===== src/verilog/cache_pkg.sv =====
package cache_pkg;

    ////////////////////////////////////////
    // Geometry
    ////////////////////////////////////////

    localparam int addr_width     = 32;    // Byte address
    localparam int word_width     = 32;
    localparam int word_bytes     = word_width / 8;
    localparam int words_per_line = 4;
    localparam int line_width     = words_per_line * word_width;

    // Address fields, low to high: byte, offset, index, tag
    localparam int byte_sel_bits  = 2;
    localparam int offset_bits    = 2;
    localparam int index_bits     = 8;
    localparam int num_lines      = 1 << index_bits;
    localparam int tag_bits       = addr_width - index_bits - offset_bits - byte_sel_bits;

    ////////////////////////////////////////
    // Types
    ////////////////////////////////////////

    // Processor side uses word addresses
    typedef logic [addr_width-byte_sel_bits-1:0] word_addr_t;

    // Memory side moves whole blocks
    typedef logic [addr_width-byte_sel_bits-offset_bits-1:0] block_addr_t;

    typedef logic [word_width-1:0] word_t;
    typedef logic [word_bytes-1:0] byte_en_t;
    typedef logic [line_width-1:0] line_t;

    // One entry of the tag store
    typedef struct packed {
        logic                valid;
        logic                dirty;
        logic [tag_bits-1:0] tag;
    } tag_entry_t;

    // Controller states
    typedef enum logic [1:0] {
        idle,           // Waiting for a request, also the done cycle
        compare_tag,    // Hit check
        writeback,      // Dirty victim out to memory
        allocate        // Fetch, fill and write merge
    } cache_state_t;

endpackage


===== src/verilog/dcache_fsm.sv =====
`timescale 1ns/100ps

module dcache_fsm import cache_pkg::*; (
    input  logic clk,
    input  logic RESET,
    input  logic en,
    input  logic we,
    input  logic hit,
    input  logic victim_dirty,
    input  logic mem_hold,
    output logic hold,
    output logic mem_en,
    output logic mem_we,
    output logic tag_we,
    output logic data_we,
    output logic capture_req,
    output logic load_victim,
    output logic load_fill,
    output logic take_fill,
    output logic sel_fill,
    output logic update_word,
    output logic we_req
);

    // Steps inside allocate
    typedef enum logic [1:0] {
        fill_issue,    // Raise mem_en after a writeback
        fill_wait,     // Read outstanding
        fill_write,    // Fetched block into the arrays
        fill_merge     // Write miss only
    } fill_step_t;

    cache_state_t state, next_state;
    fill_step_t   step, next_step;

    logic done, next_done;    // Done cycle, en ignored
    logic next_mem_en;
    logic next_mem_we;
    logic next_we_req;

    ////////////////////////////////////////
    // Next state and strobes
    ////////////////////////////////////////

    always_comb begin
        next_state  = state;
        next_step   = step;
        next_done   = 1'b0;
        next_mem_en = mem_en;
        next_mem_we = mem_we;
        next_we_req = we_req;
        hold        = 1'b1;
        tag_we      = 1'b0;
        data_we     = 1'b0;
        capture_req = 1'b0;
        load_victim = 1'b0;
        load_fill   = 1'b0;
        take_fill   = 1'b0;
        sel_fill    = 1'b0;
        update_word = 1'b0;

        case (state)
            idle: begin
                hold = en & ~done;
                if (en && !done) begin
                    capture_req = 1'b1;
                    next_we_req = we;
                    next_state  = compare_tag;
                end
            end

            compare_tag: begin
                if (hit) begin
                    if (we_req) begin    // Write hit, merge now
                        update_word = 1'b1;
                        data_we     = 1'b1;
                        tag_we      = 1'b1;
                    end
                    next_done  = 1'b1;
                    next_state = idle;
                end else if (victim_dirty) begin
                    load_victim = 1'b1;
                    next_mem_en = 1'b1;
                    next_mem_we = 1'b1;
                    next_state  = writeback;
                end else begin
                    load_fill   = 1'b1;
                    next_mem_en = 1'b1;
                    next_step   = fill_wait;
                    next_state  = allocate;
                end
            end

            writeback: begin
                if (!mem_hold) begin
                    // Block accepted, mem_en low for a cycle
                    load_fill   = 1'b1;
                    next_mem_en = 1'b0;
                    next_mem_we = 1'b0;
                    next_step   = fill_issue;
                    next_state  = allocate;
                end
            end

            allocate: begin
                case (step)
                    fill_issue: begin
                        next_mem_en = 1'b1;
                        next_step   = fill_wait;
                    end
                    fill_wait: begin
                        if (!mem_hold) begin
                            take_fill   = 1'b1;
                            next_mem_en = 1'b0;
                            next_step   = fill_write;
                        end
                    end
                    fill_write: begin
                        sel_fill = 1'b1;
                        data_we  = 1'b1;
                        tag_we   = 1'b1;
                        if (we_req) begin
                            next_step = fill_merge;
                        end else begin
                            next_done  = 1'b1;
                            next_state = idle;
                        end
                    end
                    fill_merge: begin
                        update_word = 1'b1;    // Over the line just filled
                        data_we     = 1'b1;
                        tag_we      = 1'b1;
                        next_done   = 1'b1;
                        next_state  = idle;
                    end
                endcase
            end
        endcase
    end

    ////////////////////////////////////////
    // State registers
    ////////////////////////////////////////

    always_ff @(posedge clk) begin
        if (RESET) begin
            state  <= idle;
            step   <= fill_issue;
            done   <= 1'b0;
            mem_en <= 1'b0;
            mem_we <= 1'b0;
            we_req <= 1'b0;
        end else begin
            state  <= next_state;
            step   <= next_step;
            done   <= next_done;
            mem_en <= next_mem_en;
            mem_we <= next_mem_we;
            we_req <= next_we_req;
        end
    end

endmodule


===== config.mk =====
export PLATFORM = sky130hd
export DESIGN_NAME = dcache_fsm
export DESIGN_NICKNAME = d
export VERILOG_FILES = /design/src/verilog/cache_pkg.sv /design/src/verilog/dcache_fsm.sv
export SDC_FILE = /design/constraint.sdc
export NUM_CORES = 1
export LEC_CHECK = 0
export ABC_CLOCK_PERIOD_IN_PS = 2200
export BUFFER_PORTS_ARGS = -buffer_cell sky130_fd_sc_hd__clkbuf_2
export CORE_MARGIN = 8
export CORE_UTILIZATION = 53
export CTS_BUF_LIST = sky130_fd_sc_hd__clkbuf_8
export CTS_CLUSTER_DIAMETER = 120
export CTS_CLUSTER_SIZE = 12
export DETAILED_ROUTE_END_ITERATION = 10
export GPL_ROUTABILITY_DRIVEN = 1
export HOLD_SLACK_MARGIN = 0.15
export MAX_ROUTING_LAYER = met4
export PLACE_DENSITY = 0.88
export SETUP_SLACK_MARGIN = 0.15
export SLEW_MARGIN = 20
export SYNTH_ARGS = -nofsm -noshare
export SYNTH_HDL_FRONTEND = slang
export SYNTH_SLANG_ARGS = --single-unit

===== constraint.sdc =====
create_clock -name clk -period 2.2 [get_ports clk]
set_clock_uncertainty 0.15 [all_clocks]
set_input_delay 0 -clock clk [delete_from_list [all_inputs] [get_ports clk]]
set_output_delay 0 -clock clk [all_outputs]
set_load 0.02 [all_outputs]

==> impl_metrics.py <==
metrics = {
    "critical_path": {
        "ff2ff_path_depth": 6,
        "criticalPathCategory": "register to register",
        "reg2reg_setup_slack_ns": 0.25,
        "r2r_start": "step[1]",
        "worstSetupPathDepth": 6,
        "crit_family": "simple AND/OR/NAND/NOR gates",
        "cp-startpoint": "step[1]",
        "worstPathCellList": "inv_1, ha_1, or4b_1, and3_1, nand4_1, a21oi_1",
        "worstPathRequired_ns": 2.16,
        "cp_slowest_cell": "or4b_1",
        "critical_path.max_fanout": 6,
        "cp.arrival_ns": 1.91,
        "endpoint": "step[0]",
        "critical_path_buf_inv_count": 1,
        "cp_slowest_stage_delay_ns": 0.55,
        "crit_path_end_kind": "register",
        "reg2reg_to": "step[0]",
        "setup.worst_path.start_class": "register",
    },
    "yosys": {
        "syn_area_sq_um": 694,
        "synth_edf_count": 0,
        "yosysWarnings": 0,
        "syn_area_per_cell_sq_um": 7.80,
        "synth_cell_types": 32,
        "synth_cells": 89,
        "synth_nets": 108,
        "synth_flop_cell": "dfxtp_1",
        "ys_seq_area_share_pct": 23.1,
        "ys_seq_elements": 8,
        "ys_async_sr_fraction_pct": 0,
    },
    "cells_and_area": {
        "drive_gt1_share_pct": 25.0,
        "layout-area-overhead-vs-synth_pct": 32.3,
        "num-fill-cells": 104,
        "final_nets": 137,
    },
    "clocking": {
        "clock-sinks": 8,
        "post_cts_buffers": 0,
        "insertion_delay_ns": 0.23,
        "clkTransAtPathRegs_ns": 0.05,
        "cts_tree": "built",
        "root_buffer": "clkbuf_8",
        "cts_buffers": 3,
        "clock_path_buffers": 2,
        "h-tree-depth": 1,
    },
    "sta": {
        "post-route-period-util_pct": 88.7,
        "max_slew_margin_pct": 75.4,
        "fmax_ghz": 0.513,
        "rsz0062_at_grt": "false",
        "worst_slew_pin_slew_ns": 0.369,
        "worst_hold_slack_ns": 0.327,
        "hold_viol": 0,
        "finalMaxSlewViolations": 0,
        "tns_ns": 0,
        "post-route-min-period_ns": 1.95,
        "setup_viol": 0,
    },
    "grt": {
        "antenna_found_initial": 0,
        "grt_pass1_wl_mm": 3.19,
        "grt_pass1_vias": 778,
        "grt_overflow": 0,
        "grt_max_degree": 12,
        "grt_use_total_pct": 15.4,
    },
    "floorplanning": {
        "die_x_um": 52.2,
        "io_pins": 19,
        "die_height_um": 52.2,
        "dieArea_sq_um": 2720,
        "core-area_sq_um": 1270,
        "start_util_pct": 54.7,
        "rows": 13,
    },
    "job": {
        "maxCapViolCount": 0,
    },
    "pwr": {
        "p_clk_share_pct": 31.2,
        "power.switching_mw": 0.219,
        "intPower_mw": 0.381,
        "p_sw_share_pct": 36.5,
        "p_leak_nw": 0.438,
        "power_frac_comb_pct": 37.6,
        "vdd_ir_drop_max_uv": 380,
        "p_per_area_nw_per_um2": 652,
        "p_seq_share_pct": 31.3,
    },
    "detailed_routing": {
        "drc_errors": 0,
        "ant_nets": 0,
        "wl_mm": 1.96,
        "drt_pass1_iterations": 4,
        "vias": 769,
        "routed_via_density": 5.83,
        "first_iter_violations": 24,
        "routedWlPerCell_um": 14.8,
    },
    "min_path": {
        "hp-class": "register to register",
    },
    "run_status": {
        "status": "complete, no violations",
    },
    "placement": {
        "portBuffers": 18,
        "place_hpwl_mm": 1.38,
        "gp_congestion": 0.780,
    },
}
-- worst min-delay path by stage --
| stage | startpoint | to | cells past startpoint |
|---|---|---|---|
| floorplan | mem_hold | take_fill | 1 |
| global placement | we | we_req | 3 |
| detailed placement | we | we_req | 3 |
| CTS | mem_en | mem_en | 2 |
| global route | mem_en | mem_en | 2 |
| finish | mem_en | mem_en | 2 |
-- cell usage in the layout, fill, tap and decap left out, drive strengths merged, types with 2 or more instances in the layout --
cell type	instances
nand4	2
nand3	3
ha	12
a21oi	7
clkbuf	21
dfxtp	8
nand2	7
inv	7
and2	4
o21ai	10
and3	2
nand2b	4
nor2	5
dlygate4sd3	8
-- per-stage QoR --
stage	total power [mW]	util (%)	instance area, sq um	std cells	setup WS, ns
2_1_floorplan	0.327	-	694	89	0.413
3_3_place_gp	0.375	62.1	788	120	0.352
3_5_place_dp	0.385	62.1	788	120	0.271
4_1_cts	0.588	71.7	910	131	0.195
5_1_grt	0.631	72.2	916	131	0.158
6_report	0.599	72.4	918	132	0.249
-- tightest hold or removal path: cells and delay by family, from the launching register on --
kind            cells  cell delay, ns
flops               1            0.30
compound gates      2            0.12
-- repair_timing --
action                                  CTS  global route
resized for setup                         0             6
endpoints found under the setup margin    0             3
endpoints found under the hold margin     8             0
hold buffers                              8             0
-- cells by family (layout without fill, tap and decap cells) --
family	after synthesis	in the layout	synth area share, %
buf+inv	10	37	7.03
mux	1	1	1.44
flops	8	8	23.1
compound gates	26	26	22.2
other cells	0	1	0
simple gates	32	32	24.7
fa+ha+maj	12	12	21.6
-- cell usage after synthesis, drive strengths merged, types with 2 or more instances --
cell type | instances | area (sq um)
ha | 12 | 150
o21ai | 10 | 50.0
dfxtp | 8 | 160
a21oi | 7 | 35.0
inv | 7 | 26.3
nand2 | 7 | 26.3
nor2 | 5 | 18.8
and2 | 4 | 26.3
nand2b | 4 | 25.0
nand3 | 3 | 15.0
and3 | 2 | 12.5
buf | 2 | 12.5
nand4 | 2 | 12.5
-- metal layers --
| metal | share of wire, % | global-route usage [%] |
|---|---|---|
| met2 | 50 | 25.0 |
| met3 | 4.2 | 2.56 |
| met1 | 42 | 16.8 |
| met4 | 3.2 | 10.3 |
| met5 | 0 | - |
-- power groups by stage --
stage	Clock [mW]	Sequential, mW	Combinational (mW)
2_1_floorplan	0	0.194	0.133
3_3_place_gp	0	0.186	0.189
3_5_place_dp	0	0.188	0.197
4_1_cts	0.187	0.185	0.217
5_1_grt	0.193	0.192	0.246
6_report	0.187	0.187	0.225
-- cell type report --
class	instances	area, sq um	area share [%]
timing repair buffer	27	178	19.3
multi-input combinational	71	490	53.4
clock buffer	3	41.3	4.50
tap	15	18.8	2.04
antenna	1	2.50	0.272
inverter	7	26.3	2.86
sequential	8	161	17.6
Note: power is estimated with default switching activity, not from simulation.
