===== config.mk =====
export PLATFORM = sky130hd
export DESIGN_NAME = dcache_datapath
export DESIGN_NICKNAME = d
export VERILOG_FILES = /design/src/verilog/cache_pkg.sv /design/src/verilog/dcache_datapath.sv
export SDC_FILE = /design/constraint.sdc
export NUM_CORES = 1
export LEC_CHECK = 0
export ABC_AREA = 1
export BUFFER_PORTS_ARGS = -buffer_cell sky130_fd_sc_hd__buf_2
export CAP_MARGIN = 40
export CORE_AREA = 5 5 270 272
export DETAILED_ROUTE_END_ITERATION = 7
export DIE_AREA = 0 0 275 277
export GPL_TIMING_DRIVEN = 0
export HOLD_SLACK_MARGIN = 0.15
export PLACE_DENSITY = 0.55
export SYNTH_ARGS = -nofsm -noshare
export SYNTH_HDL_FRONTEND = slang
export SYNTH_SLANG_ARGS = --single-unit

===== constraint.sdc =====
create_clock -name clk -period 3 [get_ports clk]
set_input_delay 0.6 -clock clk [delete_from_list [all_inputs] [get_ports clk]]
set_output_delay 0.6 -clock clk [all_outputs]
set_load 0.02 [all_outputs]

===== src/verilog/cache_pkg.sv =====
package cache_pkg;

    ////////////////////////////////////////
    // Geometry
    ////////////////////////////////////////

    localparam int addr_width     = 32;    // Byte address
    localparam int word_width     = 32;
    localparam int word_bytes     = word_width / 8;
    localparam int words_per_line = 4;
    localparam int line_width     = words_per_line * word_width;

    // Address fields, low to high: byte, offset, index, tag
    localparam int byte_sel_bits  = 2;
    localparam int offset_bits    = 2;
    localparam int index_bits     = 8;
    localparam int num_lines      = 1 << index_bits;
    localparam int tag_bits       = addr_width - index_bits - offset_bits - byte_sel_bits;

    ////////////////////////////////////////
    // Types
    ////////////////////////////////////////

    // Processor side uses word addresses
    typedef logic [addr_width-byte_sel_bits-1:0] word_addr_t;

    // Memory side moves whole blocks
    typedef logic [addr_width-byte_sel_bits-offset_bits-1:0] block_addr_t;

    typedef logic [word_width-1:0] word_t;
    typedef logic [word_bytes-1:0] byte_en_t;
    typedef logic [line_width-1:0] line_t;

    // One entry of the tag store
    typedef struct packed {
        logic                valid;
        logic                dirty;
        logic [tag_bits-1:0] tag;
    } tag_entry_t;

    // Controller states
    typedef enum logic [1:0] {
        idle,           // Waiting for a request, also the done cycle
        compare_tag,    // Hit check
        writeback,      // Dirty victim out to memory
        allocate        // Fetch, fill and write merge
    } cache_state_t;

endpackage


===== src/verilog/dcache_datapath.sv =====
`timescale 1ns/100ps

module dcache_datapath import cache_pkg::*; (
    input  logic                  clk,
    input  logic                  RESET,
    input  word_addr_t            addr,
    input  word_t                 din,
    input  byte_en_t              be,
    input  logic                  capture_req,
    input  logic                  load_victim,
    input  logic                  load_fill,
    input  logic                  take_fill,
    input  logic                  sel_fill,
    input  logic                  update_word,
    input  logic                  we_req,
    input  tag_entry_t            tag_rd,
    input  line_t                 line_rd,
    input  line_t                 mem_dout,
    output logic                  hit,
    output logic                  victim_dirty,
    output logic [index_bits-1:0] index,
    output tag_entry_t            tag_wr,
    output line_t                 line_wr,
    output word_t                 dout,
    output block_addr_t           mem_baddr,
    output line_t                 mem_din
);

    ////////////////////////////////////////
    // Request address
    ////////////////////////////////////////

    logic [offset_bits-1:0] addr_offset;
    logic [index_bits-1:0]  addr_index;
    logic [tag_bits-1:0]    addr_tag;

    logic [offset_bits-1:0] req_offset;
    logic [index_bits-1:0]  req_index;
    logic [tag_bits-1:0]    req_tag;

    line_t fill_line;     // Block returned by memory
    line_t merged;
    word_t line_word;

    assign addr_offset = addr[offset_bits-1:0];
    assign addr_index  = addr[offset_bits +: index_bits];
    assign addr_tag    = addr[offset_bits+index_bits +: tag_bits];

    assign index = req_index;    // Drives both arrays

    ////////////////////////////////////////
    // Tag check
    ////////////////////////////////////////

    assign hit          = tag_rd.valid && (tag_rd.tag == req_tag);
    assign victim_dirty = tag_rd.valid && tag_rd.dirty;

    // New tag entry, always valid after a write
    always_comb begin
        tag_wr.valid = 1'b1;
        tag_wr.dirty = we_req | (~sel_fill & tag_rd.dirty);    // Fill starts clean
        tag_wr.tag   = req_tag;
    end

    ////////////////////////////////////////
    // Line data
    ////////////////////////////////////////

    // Processor word into the line under byte enables
    always_comb begin
        merged = line_rd;
        for (int b = 0; b < word_bytes; b++) begin
            if (be[b]) begin
                merged[req_offset*word_width + b*8 +: 8] = din[b*8 +: 8];
            end
        end
    end

    assign line_wr   = sel_fill ? fill_line : (update_word ? merged : line_rd);
    assign line_word = line_wr[req_offset*word_width +: word_width];

    always_ff @(posedge clk) begin
        if (RESET) begin
            req_tag    <= '0;
            req_index  <= '0;
            req_offset <= '0;
            dout       <= '0;
        end else begin
            if (capture_req) begin
                req_tag    <= addr_tag;
                req_index  <= addr_index;
                req_offset <= addr_offset;
            end
            // Read result, from a hit or from the fill
            if (!we_req && (hit || sel_fill)) begin
                dout <= line_word;
            end
        end
    end

    ////////////////////////////////////////
    // Memory request fields
    ////////////////////////////////////////

    always_ff @(posedge clk) begin
        if (load_victim) begin
            mem_baddr <= {tag_rd.tag, req_index};    // Victim block address
            mem_din   <= line_rd;
        end else if (load_fill) begin
            mem_baddr <= {req_tag, req_index};
        end
        if (take_fill) begin
            fill_line <= mem_dout;
        end
    end

endmodule


==> flow_metrics.env <==
export IMPL_setup_slack_ns=-0.0856
export IMPL_worst_ep_arrival_time_ns=2.49
export IMPL_max_freq_mhz=324
export IMPL_crit_top_cell="buf_6"
export IMPL_place_gp_congestion=0.900
export IMPL_grt_total_usage_pct=24.3
export IMPL_dr_pass1_iters=5
export IMPL_grt_pass1_wl_um=132000
export IMPL_total_power_uw=14600
export IMPL_cts_buffers=44
export IMPL_cap_violations=0
export IMPL_dpl_worst_slack_ns=-1.06
export IMPL_post_route_period_util_pct=103
export IMPL_muxShareOfSynthArea_pct=0
export IMPL_ys_seq_area_share_pct=56.5
export IMPL_grt_start_max_net_pins=77
export IMPL_synth_top_family_by_area="simple AND/OR/NAND/NOR gates"
export IMPL_outcome="finished with violations"
export IMPL_hold_end="fill_line[85]"
export IMPL_synth_fa_ha_area_share_pct=0.434
export IMPL_coreArea_um2=70500
export IMPL_synth_compound_area_share_pct=9.21
export IMPL_vias=18163
export IMPL_slew_violations=0
export IMPL_antenna_found_initial=21
export IMPL_avgSynthCellArea_um2=8.87
export IMPL_cp_top_family="buffers and inverters"
export IMPL_cp_buffers_inverters=6
export IMPL_postRouteAntennaNets=0
export IMPL_clkPwrFrac_pct=35.6
export IMPL_placedCellCount=3612
export IMPL_cts_sinks=346
export IMPL_cp_slowest_cell="dfxtp_4"
export IMPL_dp_hpwl_um=76300
export IMPL_r2r_end="dout[18]"
export IMPL_hold_violations=0
export IMPL_violations="setup timing"
export IMPL_synthSimpleGateAreaFrac_pct=27.2
export IMPL_power_switching_uw=4540
export IMPL_slew_headroom_pct=32.8
export IMPL_placed_cell_area_um2=22200
export IMPL_rsz0062_at_grt="yes"
export IMPL_root_buffer="clkbuf_16"
export IMPL_combPwrFrac_pct=25.2
export IMPL_fin_area_um2=28000
export IMPL_ctsLongestPathBuffers=3
export IMPL_portBuffers=694
export IMPL_drive_gt1_share_pct=50.9
export IMPL_holdWs_ns=0.196
export IMPL_die_x_um=275
export IMPL_cts_tree="done"
export IMPL_ys_seq_elements=346
export IMPL_worstPathCellList="buf_12, clkinvlp_4, buf_8, ha_4, buf_6, nand3_4, nor2_4, buf_6, nand2_2, a21oi_2, buf_6"
export IMPL_hold_class="input port to register"
export IMPL_die_h_um=277
export IMPL_wl_per_cell_um=25.1
export IMPL_seqPwrFrac_pct=39.2
export IMPL_hp_start="mem_dout[85]"
export IMPL_viasPerCell=4.64
export IMPL_critPathKind="register to primary output"
export IMPL_die_area_um2=76200
export IMPL_critPathRequiredTime_ns=2.40
export IMPL_clk_pin_slew_ns=0.06
export IMPL_ir_drop_mv=0.454
export IMPL_area_delta_synth_final_pct=62.0
export IMPL_path_max_fanout=6
export IMPL_path_depth=11
export IMPL_swShare_pct=31.1
export IMPL_synth_cell_types=37
export IMPL_fin_cells=3912
export IMPL_ys_warn_count=0
export IMPL_io_pins=701
export IMPL_tightest_slew_ns=1.01
export IMPL_initial_core_util_pct=24.5
export IMPL_synth_xor_area_share_pct=0.0507
export IMPL_leakagePower_uw=0.0129
export IMPL_setup_viol=32
export IMPL_grt_pass1_vias=18108
export IMPL_skew_ns=0.0322
export IMPL_crit_path_end_kind="primary output"
export IMPL_syn_num_nets=2308
export IMPL_p_int_uw=10100
export IMPL_core_rowCount=98
export IMPL_hold_depth=1
export IMPL_max_stage_delay_ns=0.36
export IMPL_clk_latency_ns=0.59
export IMPL_r2r_start="req_offset[1]"
export IMPL_crit_path_start_kind="register"
export IMPL_drcViolationCount=0
export IMPL_syn_area_um2=17300
export IMPL_grt_remaining_overflow=0
export IMPL_wirelength_um=98100
export IMPL_reg2regPathDepth=24
export IMPL_syn_inst=1949
export IMPL_rrSetupSlack_ns=0.04
export IMPL_htreeDepth=2
export IMPL_finalCriticalPeriod_ns=3.09
export IMPL_drt_iter0_markers=1110
export IMPL_nNetsFinal=3277
export IMPL_power_density_nw_per_um2=521
cells in the final DEF (no fill, tap or decap), types with 51 or more instances in the layout:
cell,n
dfxtp_1,60
or2_2,107
buf_4,176
inv_1,120
buf_2,589
nand2_1,441
a21oi_1,100
edfxtp_1,284
nand2_2,104
buf_6,137
nor2_1,147
nand3_1,101
o21ai_0,51
layer usage:
layer  part of all wire [%]  track usage, %
met4                    4.9            9.74
met2                     48            41.8
met1                     38            28.6
met5                  0.089               0
met3                    8.4            6.56
power by group through the flow:
| stage | clock network (uW) | logic (uW) | registers (uW) |
|---|---|---|---|
| 6_report | 5200 | 3670 | 5720 |
| 5_1_grt | 5540 | 3900 | 5760 |
| 4_1_cts | 5350 | 3480 | 5730 |
| 3_5_place_dp | 0 | 2870 | 5820 |
| 3_3_place_gp | 0 | 2820 | 5830 |
| 2_1_floorplan | 0 | 1120 | 6110 |
how the worst max path moves through the flow:
stage | from | endpoint | slack [ns]
2_1_floorplan | req_offset[1] | line_wr[15] | 0.05
3_3_place_gp | load_victim | mem_baddr[26] | -1.27
3_5_place_dp | req_offset[1] | line_wr[44] | -1.06
4_1_cts | req_offset[1] | line_wr[29] | -0.19
5_1_grt | req_offset[1] | line_wr[19] | -0.17
6_report | req_offset[1] | line_wr[29] | -0.09
kinds of logic (layout without fill, tap and decap cells):
logic type,Yosys count,count (layout)
simple gates,1049,1049
flops,346,346
xor+xnor,1,1
fa+ha+maj,6,6
other cells,1,13
buf+inv,265,1266
compound gates,281,281
worst register-to-register path: cells and delay by family, from the launching register on:
kind                     cells  cell delay [ns]
buffers and inverters       13             1.51
flip-flops                   1             0.36
AND/OR/NAND/NOR             10             0.84
adder cells (fa/ha/maj)      1             0.20
registers in the layout (all words and copies together), names as in the netlist:
signal and flops:
mem_baddr 28, dout 32, index 8, req_tag 20, fill_line 128, req_offset 2
mem_din 128
timing repair:
| action | in CTS | in global routing |
|---|---|---|
| pin swaps | 121 | 98 |
| hold buffers | 30 | 0 |
| endpoints found under the setup margin | 159 | 127 |
| gates cloned | 1 | 2 |
| endpoints found under the hold margin | 30 | 0 |
| resized for setup | 568 | 248 |
| setup buffers | 144 | 38 |
area by class of cell:
type / count / area, um2
Antenna cell: 12 / 30.0
Buffer: 89 / 574
Clock buffer: 51 / 1170
Clock inverter: 27 / 213
Fill cell: 7112 / 42500
Inverter: 173 / 708
Multi-Input combinational cell: 1338 / 7960
Sequential cell: 346 / 9780
Tap cell: 950 / 1190
Timing Repair Buffer: 926 / 6390
Yosys cell counts, drive strengths merged:
cell type,instances,area [um2]
a21boi,67,503
a21oi,151,771
and2,7,43.8
buf,57,339
clkbuf,35,136
clkinv,4,17.5
conb,1,3.75
dfxtp,62,1240
edfxtp,284,8530
ha,6,75.1
inv,169,634
nand2,600,2290
nand3,145,863
nand4,7,43.8
nor2,170,711
o211ai,1,7.51
o21ai,62,310
or2,120,751
xnor2,1,8.76
metrics by stage:
step	utilization [%]	TNS, ns
2_1_floorplan	-	0
3_3_place_gp	31.1	-273.13
3_5_place_dp	31.6	-87.84
4_1_cts	38.1	-10.01
5_1_grt	39.7	-7.06
6_report	39.7	-0.862
Note: power is estimated with default switching activity, not from simulation.
